<file path="src/gather_pkg.sv">
/*
  Shared widths, burst sizes and types of the two-lane burst gatherer.
  Burst lengths are carried as element count minus one. A length field
  is always at least one bit wide, even for a single-element lane.
*/
`default_nettype none

package gather_pkg;

  // ************************************************************
  // helpers
  // ************************************************************

  // ceiling log2 that never returns zero.
  function automatic int safe_clog2(input int n);
    return (n > 1) ? $clog2(n) : 1;
  endfunction

  // ************************************************************
  // lane geometry
  // ************************************************************

  localparam int DATA_W   = 16; // bits per data word.
  localparam int DATA_ELS = 4;  // longest data burst.
  localparam int TAG_W    = 8;  // bits per tag byte.
  localparam int TAG_ELS  = 2;  // longest tag burst.

  typedef logic [DATA_W-1:0] data_word_t;
  typedef logic [TAG_W-1:0]  tag_word_t;

  // count minus one, so 0 means a single element.
  typedef logic [safe_clog2(DATA_ELS)-1:0] data_len_t;
  typedef logic [safe_clog2(TAG_ELS)-1:0]  tag_len_t;

endpackage

`default_nettype wire

</file>
<file path="src/sipo_dynamic.sv">
/*
  Serial-in, parallel-out deserializer with a per-burst length.
  len_i is sampled with the first word of a burst (len_ready_o high).
  The last word of a burst is not registered: it shows on data_o in the
  same cycle, so the sender must hold it until ready_o is seen high.
  Slots above the burst length are undefined. MAX_ELS of 1 is a plain
  passthrough and ignores len_i.
*/
`default_nettype none

module sipo_dynamic #(
  parameter type elem_t  = logic [7:0],
  parameter int  MAX_ELS = 2
) (
  input  logic                                        clk_i,
  input  logic                                        rst_i,

  input  logic                                        v_i,
  input  elem_t                                       data_i,
  input  logic [gather_pkg::safe_clog2(MAX_ELS)-1:0]  len_i,
  output logic                                        ready_o,
  output logic                                        len_ready_o,

  output logic                                        v_o,
  output elem_t [MAX_ELS-1:0]                         data_o,
  input  logic                                        ready_i
);

  import gather_pkg::*;

  typedef logic [safe_clog2(MAX_ELS)-1:0] len_t;

  if (MAX_ELS == 1)
  begin : g_single

    // every word is a whole burst.
    assign v_o         = v_i;
    assign data_o[0]   = data_i;
    assign ready_o     = ready_i;
    assign len_ready_o = 1'b1;

  end
  else
  begin : g_multi

    len_t                  count_r;     // index of the next element.
    len_t                  len_r;       // length of the burst in progress.
    logic                  zero_cnt;
    logic                  last_cnt;
    logic                  zero_len;
    logic                  waiting;
    logic                  len_en;
    logic                  up;
    logic                  clear;
    logic [MAX_ELS-2:0]    we;
    elem_t [MAX_ELS-2:0]   store_r;

    // ************************************************************
    // burst state decode
    // ************************************************************

    assign zero_cnt = (count_r == len_t'(0));
    assign last_cnt = ~zero_cnt & (count_r == len_r);
    assign zero_len = v_i & zero_cnt & (len_i == len_t'(0));  // single-word burst.

    // a length-0 burst taken under back-pressure parks here.
    assign waiting  = ~zero_cnt & (len_r == len_t'(0));

    assign v_o         = (v_i & last_cnt) | zero_len | waiting;
    assign ready_o     = (ready_i | ~last_cnt) & ~waiting;
    assign len_ready_o = zero_cnt;

    assign clear  = v_o & ready_i;                  // output transfer ends the burst.
    assign up     = v_i & ready_o & ~clear;
    assign len_en = v_i & ready_o & zero_cnt;

    // ************************************************************
    // counter and length register
    // ************************************************************

    always_ff @(posedge clk_i)
    begin
      if (rst_i)
      begin
        count_r <= '0;
        len_r   <= '0;
      end
      else
      begin
        if (len_en)
          len_r <= len_i;
        if (clear)
          count_r <= '0;
        else if (up)
          count_r <= count_r + len_t'(1);
      end
    end

    // ************************************************************
    // element slots
    // ************************************************************

    for (genvar i = 0; i < MAX_ELS-1; i++)
    begin : g_slot

      assign we[i] = v_i & ~waiting & (count_r == len_t'(i));

      always_ff @(posedge clk_i)
      begin
        if (we[i] & ready_o)
          store_r[i] <= data_i;                     // captured on its transfer.
      end

      // the word being offered shows through right away.
      assign data_o[i] = we[i] ? data_i : store_r[i];

    end

    assign data_o[MAX_ELS-1] = data_i;              // top slot is only ever the last word.

  end

endmodule

`default_nettype wire

</file>
<file path="src/frame_join.sv">
/*
  Joins two valid/ready streams into one.
  The joint output is valid only when both sides are valid, and each side
  sees ready only when its partner is valid too, so both complete in the
  same cycle. No payload passes through here. Purely combinational.
*/
`default_nettype none

module frame_join (
  // side a.
  input  logic a_v_i,
  output logic a_ready_o,

  // side b.
  input  logic b_v_i,
  output logic b_ready_o,

  // joined output.
  output logic v_o,
  input  logic ready_i
);

  // ************************************************************
  // joint handshake
  // ************************************************************

  assign v_o = a_v_i & b_v_i;

  // a side alone never sees ready, so it holds its burst.
  assign a_ready_o = ready_i & b_v_i;
  assign b_ready_o = ready_i & a_v_i;

endmodule

`default_nettype wire

</file>
<file path="src/burst_gather_top.sv">
/*
  Two-lane burst gatherer: a data lane (1 to 4 words of 16 bits) and a
  tag lane (1 to 2 bytes) deserialize their bursts, then leave together
  as one frame. Lengths are count minus one and ride with the first word.
  A frame appears in the cycle the later lane offers its last word.
  One burst per lane is held; there is no error or framing recovery.
*/
`default_nettype none

module burst_gather_top (
  input  logic                                                clk_i,
  input  logic                                                rst_i,

  // data lane input.
  input  logic                                                data_v_i,
  input  gather_pkg::data_word_t                              data_i,
  input  gather_pkg::data_len_t                               data_len_i,
  output logic                                                data_ready_o,
  output logic                                                data_len_ready_o,

  // tag lane input.
  input  logic                                                tag_v_i,
  input  gather_pkg::tag_word_t                               tag_i,
  input  gather_pkg::tag_len_t                                tag_len_i,
  output logic                                                tag_ready_o,
  output logic                                                tag_len_ready_o,

  // joined frame.
  output logic                                                frame_v_o,
  output gather_pkg::data_word_t [gather_pkg::DATA_ELS-1:0]   frame_data_o,
  output gather_pkg::tag_word_t  [gather_pkg::TAG_ELS-1:0]    frame_tag_o,
  input  logic                                                frame_ready_i
);

  import gather_pkg::*;

  logic data_lane_v;
  logic data_lane_ready;
  logic tag_lane_v;
  logic tag_lane_ready;

  // ************************************************************
  // lanes
  // ************************************************************

  sipo_dynamic #(
    .elem_t  (data_word_t),
    .MAX_ELS (DATA_ELS)
  ) data_lane (
    .clk_i       (clk_i),
    .rst_i       (rst_i),
    .v_i         (data_v_i),
    .data_i      (data_i),
    .len_i       (data_len_i),
    .ready_o     (data_ready_o),
    .len_ready_o (data_len_ready_o),
    .v_o         (data_lane_v),
    .data_o      (frame_data_o),
    .ready_i     (data_lane_ready)
  );

  sipo_dynamic #(
    .elem_t  (tag_word_t),
    .MAX_ELS (TAG_ELS)
  ) tag_lane (
    .clk_i       (clk_i),
    .rst_i       (rst_i),
    .v_i         (tag_v_i),
    .data_i      (tag_i),
    .len_i       (tag_len_i),
    .ready_o     (tag_ready_o),
    .len_ready_o (tag_len_ready_o),
    .v_o         (tag_lane_v),
    .data_o      (frame_tag_o),
    .ready_i     (tag_lane_ready)
  );

  // ************************************************************
  // join
  // ************************************************************

  frame_join joiner (
    .a_v_i     (data_lane_v),
    .a_ready_o (data_lane_ready),
    .b_v_i     (tag_lane_v),
    .b_ready_o (tag_lane_ready),
    .v_o       (frame_v_o),
    .ready_i   (frame_ready_i)
  );

endmodule

`default_nettype wire

</file>
<file path="config.mk">
export PLATFORM = sky130hd
export DESIGN_NAME = burst_gather_top
export DESIGN_NICKNAME = d
export VERILOG_FILES = /design/src/gather_pkg.sv /design/src/sipo_dynamic.sv /design/src/frame_join.sv /design/src/burst_gather_top.sv
export SDC_FILE = /design/constraint.sdc
export NUM_CORES = 1
export LEC_CHECK = 0
export BUFFER_PORTS_ARGS = -buffer_cell sky130_fd_sc_hd__buf_2
export CAP_MARGIN = 20
export CORE_UTILIZATION = 49
export CTS_BUF_LIST = sky130_fd_sc_hd__clkbuf_16
export DETAILED_ROUTE_END_ITERATION = 6
export PLACE_DENSITY = 0.83
export SLEW_MARGIN = 5
export SYNTH_ARGS = -nofsm -noshare
export SYNTH_HDL_FRONTEND = slang
export SYNTH_SLANG_ARGS = --single-unit
</file>
<file path="constraint.sdc">
create_clock -name clk_i -period 5.01 [get_ports clk_i]
set_input_delay 1.002 -clock clk_i [delete_from_list [all_inputs] [get_ports clk_i]]
set_output_delay 1.002 -clock clk_i [all_outputs]
set_load 0.01 [all_outputs]
</file>
==> flow_metrics.tcl <==
set metrics [dict create \
    power.total_mw 1.503 \
    power.internal_mw 1.103 \
    reg2reg_slack_ns 2.57 \
    p_clk_share_pct 34.8 \
    ctsHoldBuffers 0 \
    fp.dieH_um 80.76 \
    rows 28 \
    yosysSeqAreaShare_pct 59.28 \
    h-tree-depth 3 \
    firstDrtPassIters 4 \
    worstSetupPathType "in -> out" \
    cts_tree "built" \
    nNetsFinal 327 \
    reg2reg_depth 4 \
    worst_pin_slew_ns 0.9189 \
    cp.required_ns 4.01 \
    hold_viol 0 \
    wl_mm 5.506 \
    fp.dieArea_um2 6521 \
    ir_drop_uv 219.6 \
    rsz0062_at_grt "false" \
    cp-start-kind "input port" \
    drive_gt1_share_pct 64.65 \
    synth_area_per_cell_um2 15.75 \
    drv_cap 0 \
    worst-path-max-fanout 20 \
    syn_inst 193 \
    drc 0 \
    drv_slew 0 \
    cts.sinks 62 \
    switching_power_uw 399.9 \
    hold-path-cell-count 2 \
    final_common_cell "buf_2" \
    pin_count 117 \
    core-area_um2 5956 \
    start_util_pct 51.03 \
    syn_area_um2 3039 \
    r2r_start "data_lane.g_multi.count_r[0]" \
    relSlewSlack_pct 38.67 \
    areaGrowthSynthToFinish_pct 23.30 \
    cts-resized-gates 0 \
    reg2reg_to "data_lane.g_multi.store_r[6]" \
    port_buffers 116 \
    setup_viol 0 \
    syn_nets 228 \
    grt-ovfl-total 0 \
    fmaxAchievable_mhz 287.1 \
    clock_path_buffers 2 \
    grt_max_degree 21 \
    status "completed" \
    fin_skew_ns 0.005678 \
    p_per_area_nw_per_um2 401.1 \
    insertedDiodeCount 0 \
    seqPwrFrac_pct 42.3 \
    grt_pass1_wl_mm 8.280 \
    final_cell_mix "buf_2 (116), edfxtp_1 (56), mux2_2 (38), mux2_4 (18)" \
    routed_via_density 4.952 \
    fin_crit_sh_pct 69.53 \
    grt_antenna_before_repair 0 \
    postCtsSetupBuffers 0 \
    cellLeakagePower_nw 1.622 \
    grt_use_total_pct 17.73 \
    crit_path_end_kind "primary output" \
    fin_setup_tns_ns 0 \
    place.gp.congestion 0.7790 \
    routedWlPerCell_um 14.80 \
    num_vias 1842 \
    hp-start "data_lane.g_multi.len_r[1]" \
    ys_types 27 \
    post-dp-hpwl_mm 3.698 \
    holdPathEnd "data_lane.g_multi.len_r[1]" \
    clkSlewWorstSetupHoldPaths_ns 0.05 \
    cp_data_arrival_time_ns 2.48 \
    drt_iter0_drc 143 \
    postRouteAntennaNets 0 \
    clk_latency_ns 0.32 \
    comb_power_share_pct 22.9 \
    die_w_um 80.76 \
    swShare_pct 26.61 \
    hold_path_class "reg -> reg" \
    grt_pass1_vias 1669 \
    numCtsBuffers 9 \
    synth_warnings 0 \
    synth.ff_latch_count 62 \
    cts_root_buf "clkbuf_16" \
    finalCriticalPeriod_ns 3.483 \
]
[flip-flops by register name (all words and copies together) (netlist names)]
signal,flops
data_lane.g_multi.store_r,48
tag_lane.g_multi.store_r,8
data_lane.g_multi.count_r,2
data_lane.g_multi.len_r,2
tag_lane.g_multi.count_r,1
tag_lane.g_multi.len_r,1
[how the worst max path moves through the flow]
stage,start,endpoint,slack (ns),depth (start not counted)
floorplan,data_v_i,frame_data_o[10],2.15,4
global placement,data_v_i,tag_ready_o,1.57,6
detailed placement,data_v_i,tag_ready_o,1.53,6
CTS,data_v_i,tag_ready_o,1.49,6
global route,data_v_i,tag_ready_o,1.30,6
finish,data_v_i,tag_ready_o,1.53,6
[area by class of cell]
cell class / count / area, µm²
fill: 483 / 2208
sequential: 62 / 1802
multi-input combinational: 97 / 989.7
timing repair buffer: 116 / 580.6
clock buffer: 9 / 225.2
tap: 75 / 93.84
clock inverter: 7 / 33.78
inverter: 6 / 22.52
[cells in the mapped netlist]
cell type | count | area [µm²]
a21boi_2 | 1 | 11.26
a21boi_0 | 1 | 7.510
nand2_1 | 9 | 33.78
and2_4 | 1 | 8.760
ha_1 | 3 | 37.54
or3_4 | 1 | 11.26
xor2_1 | 2 | 17.52
o21bai_1 | 1 | 7.510
nand2_8 | 2 | 40.04
o31ai_1 | 1 | 7.510
buf_4 | 24 | 180.2
o22ai_1 | 1 | 6.260
nor2b_1 | 2 | 12.51
nand3b_1 | 1 | 7.510
mux2_4 | 18 | 270.3
mux2_2 | 38 | 427.9
dfxtp_1 | 6 | 120.1
buf_12 | 2 | 40.04
o21ai_0 | 3 | 15.01
nor3_1 | 1 | 5.000
mux2i_1 | 1 | 10.01
a21oi_1 | 6 | 30.03
nor2_1 | 3 | 11.26
inv_1 | 6 | 22.52
edfxtp_1 | 56 | 1682
or3_1 | 1 | 6.260
buf_2 | 2 | 10.01
[metrics by stage]
| stage | util, % | hold WS (ns) | setup slack, ns | std cells | area [µm²] |
|---|---|---|---|---|---|
| 3_5_place_dp | 58.57 | 0.4845 | 1.528 | 356 | 3488 |
| 5_1_grt | 62.92 | 0.5172 | 1.297 | 372 | 3747 |
| 6_report | 62.92 | 0.4865 | 1.527 | 372 | 3747 |
| 3_3_place_gp | 58.57 | 0.4736 | 1.572 | 356 | 3488 |
| 4_1_cts | 62.92 | 0.4905 | 1.494 | 372 | 3747 |
| 2_1_floorplan | - | 0.4547 | 2.155 | 193 | 3039 |
[critical path, stage by stage]
cell and delay (ns):
buf_2 0.11, nand2_1 0.51, o31ai_1 0.41, a21oi_1 0.11
o21ai_0 0.18, buf_2 0.15
[layer usage]
layer | global-route usage [%] | vias to the layer above | routed length, µm
met5 | 0 | - | 0
met3 | 4.382 | 4 | 250
met4 | 8.036 | 0 | 55
met2 | 28.90 | 66 | 2824
li1 | - | 895 | -
met1 | 22.38 | 877 | 2376
[power by group through the flow]
| stage | clock, mW | combinational (mW) | sequential (mW) |
|---|---|---|---|
| after global placement | 0 | 0.342 | 0.642 |
| after CTS | 0.538 | 0.352 | 0.635 |
| final | 0.523 | 0.345 | 0.635 |
| after global routing | 0.557 | 0.376 | 0.639 |
| after detailed placement | 0 | 0.350 | 0.645 |
| after floorplan | 0 | 0.243 | 0.639 |
[kinds of logic (layout without fill, tap and decap cells)]
| kind of cell | Yosys count | after routing | share of synthesized area [%] |
|---|---|---|---|
| and+or+nand+nor | 21 | 21 | 4.487 |
| AOI/OAI and AO/OA | 14 | 14 | 2.800 |
| xor gates and xnor gates | 2 | 2 | 0.5765 |
| buffers and inverters | 34 | 138 | 8.316 |
| DFF | 62 | 62 | 59.28 |
| muxes | 57 | 57 | 23.30 |
| adders and majority gates | 3 | 3 | 1.235 |
Power figures use the tool's default switching activity.
